**src/hw/simd_alu_pkg.sv**
```systemverilog
`default_nettype none

package simd_alu_pkg;

    // ****************************************
    // sizes
    // ****************************************
    localparam int DATA_W    = 64;   // full register
    localparam int LANE_W    = 16;   // one half-word lane
    localparam int NUM_LANES = DATA_W / LANE_W;

    // opcode values as seen on the instruction field
    typedef enum logic [5:0] {
        OP_VAND   = 6'd1,
        OP_VOR    = 6'd2,
        OP_VXOR   = 6'd3,
        OP_VNOT   = 6'd4,
        OP_VMOV   = 6'd5,
        OP_VADD   = 6'd6,
        OP_VSUB   = 6'd7,
        OP_VMULEU = 6'd8,   // even bytes
        OP_VMULOU = 6'd9,   // odd bytes
        OP_VSLL   = 6'd10,
        OP_VSRL   = 6'd11,
        OP_VSRA   = 6'd12,  // never implemented
        OP_VRTTH  = 6'd13,
        OP_VDIV   = 6'd14,  // no divider here
        OP_VMOD   = 6'd15,
        OP_VSQEU  = 6'd16,
        OP_VSQOU  = 6'd17,
        OP_VSQRT  = 6'd18,
        OP_VNOP   = 6'd23
    } alu_op_e;

    // element width, ww field
    typedef enum logic [1:0] {
        W_BYTE   = 2'b00,
        W_HALF   = 2'b01,
        W_WORD   = 2'b10,
        W_DOUBLE = 2'b11
    } width_e;

    // what a lane actually does, squares fold into the multiplies
    typedef enum logic [3:0] {
        FN_AND, FN_OR, FN_XOR, FN_NOT, FN_MOV,
        FN_ADD, FN_SUB, FN_SLL, FN_SRL, FN_RTTH,
        FN_MUL_EVEN, FN_MUL_ODD
    } lane_fn_e;

    typedef logic [0:LANE_W-1] lane_word_t;  // bit 0 is msb

    typedef struct packed {
        logic     valid;
        lane_fn_e fn;
        logic     half;     // half-word elements, else bytes
        logic     illegal;  // result gets forced to zero
    } lane_ctrl_t;

    typedef struct packed {
        logic [0:DATA_W-1] a;
        logic [0:DATA_W-1] b;
    } opnd_t;

endpackage

`default_nettype wire

```
**src/hw/simd_op_decode.sv**
```systemverilog
`timescale 1ns/1ps
`default_nettype none

module simd_op_decode (
    input  logic                    clk,
    input  logic                    rst_n,
    input  logic                    in_valid,
    input  simd_alu_pkg::alu_op_e   alu_op,
    input  simd_alu_pkg::width_e    width,
    input  simd_alu_pkg::opnd_t     opnd,
    output simd_alu_pkg::lane_ctrl_t ctrl,
    output simd_alu_pkg::opnd_t     lane_opnd
);
    import simd_alu_pkg::*;

    lane_fn_e fn_d;
    logic     known;      // opcode is one we build
    logic     width_dep;  // result depends on element width
    logic     mul_op;     // multiply or square, bytes only
    logic     square;     // b comes from a
    logic     wide;       // word or double requested
    logic     illegal_d;
    opnd_t    opnd_d;

    // ****************************************
    // opcode to lane function
    // ****************************************
    always_comb begin
        fn_d      = FN_AND;
        known     = 1'b1;
        width_dep = 1'b0;
        mul_op    = 1'b0;
        square    = 1'b0;
        case (alu_op)
            OP_VAND:   fn_d = FN_AND;
            OP_VOR:    fn_d = FN_OR;
            OP_VXOR:   fn_d = FN_XOR;
            OP_VNOT:   fn_d = FN_NOT;
            OP_VMOV:   fn_d = FN_MOV;
            OP_VADD: begin
                fn_d      = FN_ADD;
                width_dep = 1'b1;
            end
            OP_VSUB: begin
                fn_d      = FN_SUB;
                width_dep = 1'b1;
            end
            OP_VSLL: begin
                fn_d      = FN_SLL;
                width_dep = 1'b1;
            end
            OP_VSRL: begin
                fn_d      = FN_SRL;
                width_dep = 1'b1;
            end
            OP_VRTTH: begin
                fn_d      = FN_RTTH;
                width_dep = 1'b1;
            end
            OP_VMULEU, OP_VSQEU: begin
                fn_d      = FN_MUL_EVEN;
                width_dep = 1'b1;
                mul_op    = 1'b1;
                square    = (alu_op == OP_VSQEU);
            end
            OP_VMULOU, OP_VSQOU: begin
                fn_d      = FN_MUL_ODD;
                width_dep = 1'b1;
                mul_op    = 1'b1;
                square    = (alu_op == OP_VSQOU);
            end
            OP_VSRA, OP_VDIV, OP_VMOD, OP_VSQRT, OP_VNOP: known = 1'b0;
            default:   known = 1'b0;  // unused codes, ld/st/branch
        endcase
    end

    always_comb begin
        case (width)
            W_BYTE, W_HALF:   wide = 1'b0;
            W_WORD, W_DOUBLE: wide = 1'b1;
        endcase
    end

    // all legality is settled here, later stages only carry the flag
    assign illegal_d = !known || (width_dep && wide) || (mul_op && width != W_BYTE);

    assign opnd_d.a = opnd.a;
    assign opnd_d.b = square ? opnd.a : opnd.b;  // square = a times a

    always_ff @(posedge clk) begin
        if (!rst_n) begin
            ctrl <= '0;
        end else begin
            ctrl.valid   <= in_valid;
            ctrl.fn      <= fn_d;
            ctrl.half    <= (width == W_HALF);
            ctrl.illegal <= in_valid && illegal_d;  // idle cycles stay clean
        end
    end

    always_ff @(posedge clk) begin
        if (in_valid) begin
            lane_opnd <= opnd_d;  // hold operands while idle
        end
    end

    // a legal multiply reaching the lanes is always byte wide
    a_mul_byte_only: assert property (@(posedge clk) disable iff (!rst_n)
        ctrl.valid && !ctrl.illegal && ctrl.fn inside {FN_MUL_EVEN, FN_MUL_ODD}
            |-> !ctrl.half);

endmodule

`default_nettype wire

```
**src/hw/simd_lane.sv**
```systemverilog
`timescale 1ns/1ps
`default_nettype none

module simd_lane (
    input  logic                     clk,
    input  logic                     rst_n,
    input  simd_alu_pkg::lane_ctrl_t ctrl_in,
    input  simd_alu_pkg::lane_word_t a,
    input  simd_alu_pkg::lane_word_t b,
    output simd_alu_pkg::lane_ctrl_t ctrl_out,
    output simd_alu_pkg::lane_word_t y
);
    import simd_alu_pkg::*;

    lane_word_t sum_w;
    lane_word_t diff_w;
    lane_word_t sll_w;
    lane_word_t srl_w;
    lane_word_t rtth_w;
    lane_word_t mul_even_w;
    lane_word_t mul_odd_w;
    lane_word_t y_d;

    // ****************************************
    // element-wise arithmetic
    // ****************************************
    // byte halves are 8 bit wide each, so carries stop at the byte edge
    always_comb begin
        if (ctrl_in.half) begin
            sum_w  = a + b;
            diff_w = a - b;
        end else begin
            sum_w  = {a[0:7] + b[0:7], a[8:15] + b[8:15]};
            diff_w = {a[0:7] - b[0:7], a[8:15] - b[8:15]};
        end
    end

    // shift amount = low bits of the same element of b
    always_comb begin
        if (ctrl_in.half) begin
            sll_w = a << b[12:15];  // 0..15
            srl_w = a >> b[12:15];
        end else begin
            sll_w = {a[0:7] << b[5:7], a[8:15] << b[13:15]};  // 0..7 per byte
            srl_w = {a[0:7] >> b[5:7], a[8:15] >> b[13:15]};
        end
    end

    // rotate by half an element
    always_comb begin
        if (ctrl_in.half) begin
            rtth_w = {a[8:15], a[0:7]};                    // swap bytes
        end else begin
            rtth_w = {a[4:7], a[0:3], a[12:15], a[8:11]};  // swap nibbles
        end
    end

    // element 0 of the lane is the upper byte, so it is the even one
    assign mul_even_w = a[0:7] * b[0:7];    // full 16 bit product
    assign mul_odd_w  = a[8:15] * b[8:15];

    // ****************************************
    // result select
    // ****************************************
    always_comb begin
        case (ctrl_in.fn)
            FN_AND:      y_d = a & b;
            FN_OR:       y_d = a | b;
            FN_XOR:      y_d = a ^ b;
            FN_NOT:      y_d = ~a;
            FN_MOV:      y_d = a;
            FN_ADD:      y_d = sum_w;
            FN_SUB:      y_d = diff_w;
            FN_SLL:      y_d = sll_w;
            FN_SRL:      y_d = srl_w;
            FN_RTTH:     y_d = rtth_w;
            FN_MUL_EVEN: y_d = mul_even_w;
            FN_MUL_ODD:  y_d = mul_odd_w;
            default:     y_d = '0;
        endcase
    end

    always_ff @(posedge clk) begin
        if (!rst_n) begin
            ctrl_out <= '0;
        end else begin
            ctrl_out <= ctrl_in;  // control rides along with the data
        end
    end

    always_ff @(posedge clk) begin
        if (ctrl_in.valid) begin
            y <= y_d;
        end
    end

    // merge trusts illegal without looking at valid
    a_illegal_valid: assert property (@(posedge clk) disable iff (!rst_n)
        ctrl_out.illegal |-> ctrl_out.valid);

endmodule

`default_nettype wire

```
**src/hw/simd_result_merge.sv**
```systemverilog
`timescale 1ns/1ps
`default_nettype none

module simd_result_merge (
    input  logic                                                 clk,
    input  logic                                                 rst_n,
    input  simd_alu_pkg::lane_ctrl_t                             ctrl,
    input  simd_alu_pkg::lane_word_t [0:simd_alu_pkg::NUM_LANES-1] lane_y,
    output logic                                                 out_valid,
    output logic [0:simd_alu_pkg::DATA_W-1]                      result,
    output logic                                                 illegal
);
    import simd_alu_pkg::*;

    logic [0:DATA_W-1] merged;

    // ****************************************
    // gather lanes, lane 0 lands on top
    // ****************************************
    always_comb begin
        for (int k = 0; k < NUM_LANES; k++) begin
            merged[k*LANE_W +: LANE_W] = lane_y[k];
        end
    end

    always_ff @(posedge clk) begin
        if (!rst_n) begin
            out_valid <= 1'b0;
            illegal   <= 1'b0;
        end else begin
            out_valid <= ctrl.valid;
            illegal   <= ctrl.illegal;  // only ever set on a valid op
        end
    end

    always_ff @(posedge clk) begin
        if (ctrl.valid) begin
            result <= ctrl.illegal ? '0 : merged;  // bad ops read as zero
        end
    end

    // a flagged result never leaks lane data
    a_illegal_zero: assert property (@(posedge clk) disable iff (!rst_n)
        illegal |-> result == '0);

endmodule

`default_nettype wire

```
**src/hw/simd_alu_top.sv**
```systemverilog
`timescale 1ns/1ps
`default_nettype none

module simd_alu_top (
    input  logic                            clk,
    input  logic                            rst_n,
    input  logic                            in_valid,
    input  simd_alu_pkg::alu_op_e           alu_op,
    input  simd_alu_pkg::width_e            width,
    input  simd_alu_pkg::opnd_t             opnd,
    output logic                            out_valid,
    output logic [0:simd_alu_pkg::DATA_W-1] result,
    output logic                            illegal
);
    import simd_alu_pkg::*;

    lane_ctrl_t                 ctrl;        // decode -> all lanes
    opnd_t                      lane_opnd;
    lane_ctrl_t                 lane0_ctrl;  // lane 0 copy feeds the merge
    lane_word_t [0:NUM_LANES-1] lane_y;

    // ****************************************
    // stage 1 decode, 2 lanes, 3 merge
    // ****************************************
    simd_op_decode simd_op_decode_i (
        .clk       (clk),
        .rst_n     (rst_n),
        .in_valid  (in_valid),
        .alu_op    (alu_op),
        .width     (width),
        .opnd      (opnd),
        .ctrl      (ctrl),
        .lane_opnd (lane_opnd)
    );

    for (genvar k = 0; k < NUM_LANES; k++) begin : g_lane
        if (k == 0) begin : g_head
            simd_lane simd_lane_i (
                .clk      (clk),
                .rst_n    (rst_n),
                .ctrl_in  (ctrl),
                .a        (lane_opnd.a[k*LANE_W +: LANE_W]),  // msb slice
                .b        (lane_opnd.b[k*LANE_W +: LANE_W]),
                .ctrl_out (lane0_ctrl),
                .y        (lane_y[k])
            );
        end else begin : g_rest
            simd_lane simd_lane_i (
                .clk      (clk),
                .rst_n    (rst_n),
                .ctrl_in  (ctrl),
                .a        (lane_opnd.a[k*LANE_W +: LANE_W]),
                .b        (lane_opnd.b[k*LANE_W +: LANE_W]),
                .ctrl_out (),  // same as lane 0
                .y        (lane_y[k])
            );
        end
    end

    simd_result_merge simd_result_merge_i (
        .clk       (clk),
        .rst_n     (rst_n),
        .ctrl      (lane0_ctrl),
        .lane_y    (lane_y),
        .out_valid (out_valid),
        .result    (result),
        .illegal   (illegal)
    );

endmodule

`default_nettype wire

```
**config.mk**
```make
export PLATFORM = sky130hd
export DESIGN_NAME = simd_alu_top
export DESIGN_NICKNAME = d
export VERILOG_FILES = /design/src/hw/simd_alu_pkg.sv /design/src/hw/simd_op_decode.sv /design/src/hw/simd_lane.sv /design/src/hw/simd_result_merge.sv /design/src/hw/simd_alu_top.sv
export SDC_FILE = /design/constraint.sdc
export NUM_CORES = 2
export LEC_CHECK = 0
export ABC_AREA = 1
export BUFFER_PORTS_ARGS = -buffer_cell sky130_fd_sc_hd__buf_2
export CORE_ASPECT_RATIO = 1.75
export CORE_MARGIN = 10
export CORE_UTILIZATION = 55
export DETAILED_ROUTE_END_ITERATION = 7
export PLACE_DENSITY = 0.75
export SLEW_MARGIN = 20
export SYNTH_ARGS = -nofsm -noshare
export SYNTH_HDL_FRONTEND = slang
export SYNTH_SLANG_ARGS = --single-unit
```
**constraint.sdc**
```tcl
create_clock -name clk -period 4.4 [get_ports clk]
set_input_delay 0.22 -clock clk [delete_from_list [all_inputs] [get_ports clk]]
set_output_delay 0.22 -clock clk [all_outputs]
set_load 0.01 [all_outputs]
```
==> metrics.log <==
[metrics] Std-Cell Core Area: between 0.08 and 0.09 sq mm
[metrics] Leak: between 30 and 40 nW
[metrics] switching fraction of total power: 50.8%
[metrics] Detailed Routing Iterations Pass 1: 7
[metrics] cell at the root of the clock tree: clkbuf_16
[metrics] total vias in the final route: around 55,000
[metrics] Net Count, Synth: between 8,000 and 9,000
[metrics] Total Neg Setup Slack: -883 ps
[metrics] biggest area consumer among synthesized cells: nand2_1
[metrics] worst clock skew: between 40 and 50 ps
[metrics] cell area after synthesis: roughly 0.048 sq mm
[metrics] grt ovf: 0
[metrics] fraction of synthesis flops using an asynchronous set or reset pin: 0%
[metrics] pin count of the biggest net entering global routing: roughly 70
[metrics] Top FF cell, synth: edfxtp_1
[metrics] headroom to the max-slew limit: between 10% and 20%
[metrics] pwr/cell area: ~440 mW/mm^2
[metrics] die height: 410 microns
[metrics] minimum clock period after layout: 4710 ps
[metrics] period utilization: 107%
[metrics] GRT Total Usage: 41.7%
[metrics] Finished Core Util: between 60% and 70%
[metrics] Pins Over Slew Limit: 0
[metrics] fraction of post-synthesis cell area in the top cell type by area: between 10% and 20%
[metrics] cell chain of the critical path: ha_2 > fa_1 > fa_1 > fa_1 > inv_2 > fa_1 > inv_2 > ha_4 > nand2_2 > nand2_2 > nand2_2 > nand2_2 > inv_1 > nand2_1 > nand2_1 > nand3_2 > nand2_2 > a21oi_4 > nand4_1
[metrics] Longest Clk Path Bufs: 3
[metrics] worst skew pair latency: 680 ps
[metrics] HPWL after detailed placement: about 160,000 microns
[metrics] sinks on the clock net: 267
[metrics] critical path's most frequent cell: nand2_2
[metrics] final-report setup violation count: 12
[metrics] number of buffers created by CTS: 31
[metrics] Synth cell types: 56
[metrics] initial DRC count: 5,632
[metrics] failing checks: negative setup slack
[metrics] wire length of the first global-routing pass: approximately 320,000 microns
[metrics] internal power summed over all cells: roughly 0.012 W
[metrics] type of the tightest min-delay check: input pin to flop
[metrics] via count of the first global-routing pass: roughly 54,000
[metrics] register share of total power: 13.4%
[metrics] peak clock frequency supported by timing: about 210 MHz
[metrics] number of vias per cell: 5.96
[metrics] Top-Level Pins: 205
[metrics] fraction of the yosys area taken by sequential cells: 16.5%
[metrics] Placement Rows: around 140
[metrics] endpoint required time on the critical path: 4710 ps
[metrics] Max FO, Critical Path: 5
[metrics] peak supply drop: roughly 0.77 mV
[metrics] Final WS setup: -312 ps
[metrics] die area: 0.0997 sq mm
[metrics] number of DRC violations after detailed routing: 0
[metrics] count of maximum capacitance violations: 0
[metrics] antenna violations before repair: 7
[metrics] final hold violation count: 0
[metrics] Worst Setup Start Kind: flop
[metrics] initial core utilization: around 55%
[metrics] post-synthesis register bit count: roughly 270
[metrics] number of routed nets with antenna violations: 0
[metrics] Slew @ Worst Pin: 1230 ps
[metrics] Worst Setup Path Type: flop to flop
[metrics] Clk network pwr share: between 10% and 20%
[metrics] H-tree lvl count: 1
[metrics] Comb pwr share: 74.4%
[metrics] clock-pin transition on the worst setup and hold timing paths: around 70 ps
[metrics] post-detailed-routing wire length: 218,000 microns
[metrics] clock tree from TritonCTS: yes
[metrics] RSZ-0062 raised after global routing: true
[metrics] switching component of the power: between 0.01 and 0.015 W
[metrics] total of warnings raised by yosys: 0
[metrics] slowest library cell on the worst path: fa_1
[metrics] sort of element at the end of the critical path: flop
[metrics] share of cells above drive strength 1: roughly 15%
[metrics] max incr delay on CP: about 560 ps
[metrics] fillcell total: a little under 8,000
[metrics] Synth area leaders: nand2_1, edfxtp_1, fa_1
[metrics] number of nets in the layout: approximately 9,000
[metrics] Synth-to-Final Area Change: 18.7%
[metrics] port buffer count: 204
[metrics] syn_area_per_cell: 6.37 sq um
[metrics] RD Place Congestion: around 1.1
[metrics] detailed-route wire length per cell: 23.7 microns
[metrics] die extent in x: 243 microns
[metrics] synthesized instance count: roughly 7,500
[metrics] crit path DAT: around 5000 ps
[metrics] status: finished, violations left
[metrics] Post-synth EDFFs: roughly 260
==> critical path: cells and delay by family (launching register included) <==
family                   cells  cell delay [ps]
flip-flops                   1              530
AO/OA/AOI/OAI                1              230
adder cells (fa/ha/maj)      6             2610
AND/OR/NAND/NOR              9              830
buffers and inverters        3              150
==> state kept, by name, summed over array words and instances, names as in the netlist <==
register,count
simd_result_merge_i.out_valid,1
g_lane.g_head.simd_lane_i.ctrl_out,2
g_lane.g_rest.simd_lane_i.y,48
g_lane.g_head.simd_lane_i.y,16
simd_result_merge_i.result,64
simd_result_merge_i.illegal,1
simd_op_decode_i.ctrl,7
simd_op_decode_i.lane_opnd,128
==> per-stage QoR <==
stage                     setup WS [ps]  instance area (sq um)  std cells  total power, W  hold slack, ps
final                              -312                  56800       9214          0.0247            46.5
after global routing               -425                  56800       9211          0.0265            22.9
after CTS                         -26.3                  55000       9157          0.0214            4.22
after detailed placement           -369                  51800       8917          0.0176             413
after global placement             -355                  51800       8917          0.0173             408
after floorplan                    12.0                  47900       7516          0.0126             292
==> cell families (layout without fill, tap and decap cells) <==
family	after synthesis	in the layout	synth area share (%)
AO/OA/AOI/OAI	867	867	10.2
XOR/XNOR	21	21	0.384
adder cells (fa/ha/maj)	788	788	25.4
flip-flops	267	267	16.5
buffers and inverters	1727	2262	14.1
other	0	3	0
AND/OR/NAND/NOR	3846	3846	33.4
==> layout by cell type, fill, tap and decap left out, drive strengths merged, types with 14 or more instances in the layout <==
| master | synthesis | layout |
|---|---|---|
| clkbuf | 167 | 36 |
| inv | 1372 | 1381 |
| a31oi | 24 | 24 |
| o2111ai | 14 | 14 |
| dlygate4sd3 | 0 | 133 |
| fa | 304 | 304 |
| nor3 | 50 | 50 |
| edfxtp | 256 | 256 |
| nor2 | 592 | 592 |
| a21oi | 322 | 322 |
| o21bai | 29 | 29 |
| nand4 | 90 | 90 |
| o21ai | 302 | 302 |
| o211ai | 64 | 64 |
| and2 | 17 | 17 |
| or2 | 16 | 16 |
| nand2 | 2288 | 2288 |
| o22ai | 60 | 60 |
| buf | 182 | 694 |
| ha | 484 | 484 |
| nand3b | 29 | 29 |
| nand3 | 754 | 754 |
==> synth_stat cells (9+ instances only) <==
master	n
a21oi_1	322
a31oi_1	24
and2_1	16
buf_2	153
buf_4	18
clkbuf_1	164
dfxtp_1	11
edfxtp_1	256
fa_1	304
ha_1	484
inv_1	1352
inv_2	20
nand2_1	2281
nand3_1	753
nand3b_1	29
nand4_1	90
nor2_1	571
nor2_2	18
nor3_1	49
o2111ai_1	14
o211ai_1	64
o21ai_0	292
o21ai_1	10
o21bai_1	29
o221ai_1	9
o22ai_1	60
or2_2	16
xnor2_1	9
xor2_1	12
==> layer usage <==
| metal | routed length, microns | GRT usage, % | part of all wire (%) | vias to the layer above |
|---|---|---|---|---|
| met3 | 18800 | 8.48 | 8.6 | 1265 |
| met2 | 104000 | 71.2 | 48 | 3361 |
| met4 | 25800 | 41.6 | 12 | 4 |
| met5 | 23 | 0 | 0.011 | - |
| met1 | 70000 | 41.2 | 32 | 25500 |
| li1 | - | - | - | 24800 |
==> final timing paths <==
| path | startpoint | endpoint | slack [ps] | depth (start not counted) |
|---|---|---|---|---|
| max | simd_op_decode_i.lane_opnd[116] | g_lane[0].g_head.simd_lane_i.y[11] | -310 | 19 |
| min | opnd[20] | simd_op_decode_i.lane_opnd[20] | 50 | 3 |
| max reg2reg | simd_op_decode_i.lane_opnd[116] | g_lane[0].g_head.simd_lane_i.y[11] | -310 | 19 |
| min reg2reg | simd_op_decode_i.ctrl[0] | g_lane[0].g_head.simd_lane_i.ctrl_out[0] | 450 | 2 |
==> final cells by class <==
| cell class | instances | area, sq um | area share, % |
|---|---|---|---|
| diodes | 3 | 7.51 | 0.0132 |
| flip-flops and latches | 267 | 7920 | 13.9 |
| clock inverters | 21 | 297 | 0.522 |
| clock buffers | 36 | 805 | 1.42 |
| repair buffers | 827 | 6240 | 11.0 |
| inverters | 1378 | 5180 | 9.12 |
| well taps | 1160 | 1450 | 2.55 |
| multi-input cells | 5522 | 34900 | 61.5 |
==> power by group through the flow <==
| stage | clock [W] | sequential (W) | combinational (W) |
|---|---|---|---|
| after floorplan | 0 | 0.00324 | 0.00938 |
| after global placement | 0 | 0.00336 | 0.0140 |
| after detailed placement | 0 | 0.00336 | 0.0142 |
| after CTS | 0.00302 | 0.00329 | 0.0151 |
| after global routing | 0.00310 | 0.00332 | 0.0201 |
| final | 0.00303 | 0.00330 | 0.0184 |
==> what timing repair did <==
item | 4_1_cts | 5_1_grt
buffers inserted | 50 | 56
hold endpoints to repair | 138 | 0
endpoints found under the setup margin | 29 | 43
hold buffers | 133 | 0
gates resized for setup | 80 | 386
pin swaps | 27 | 172
No activity file was read; power rests on OpenSTA's default activity.
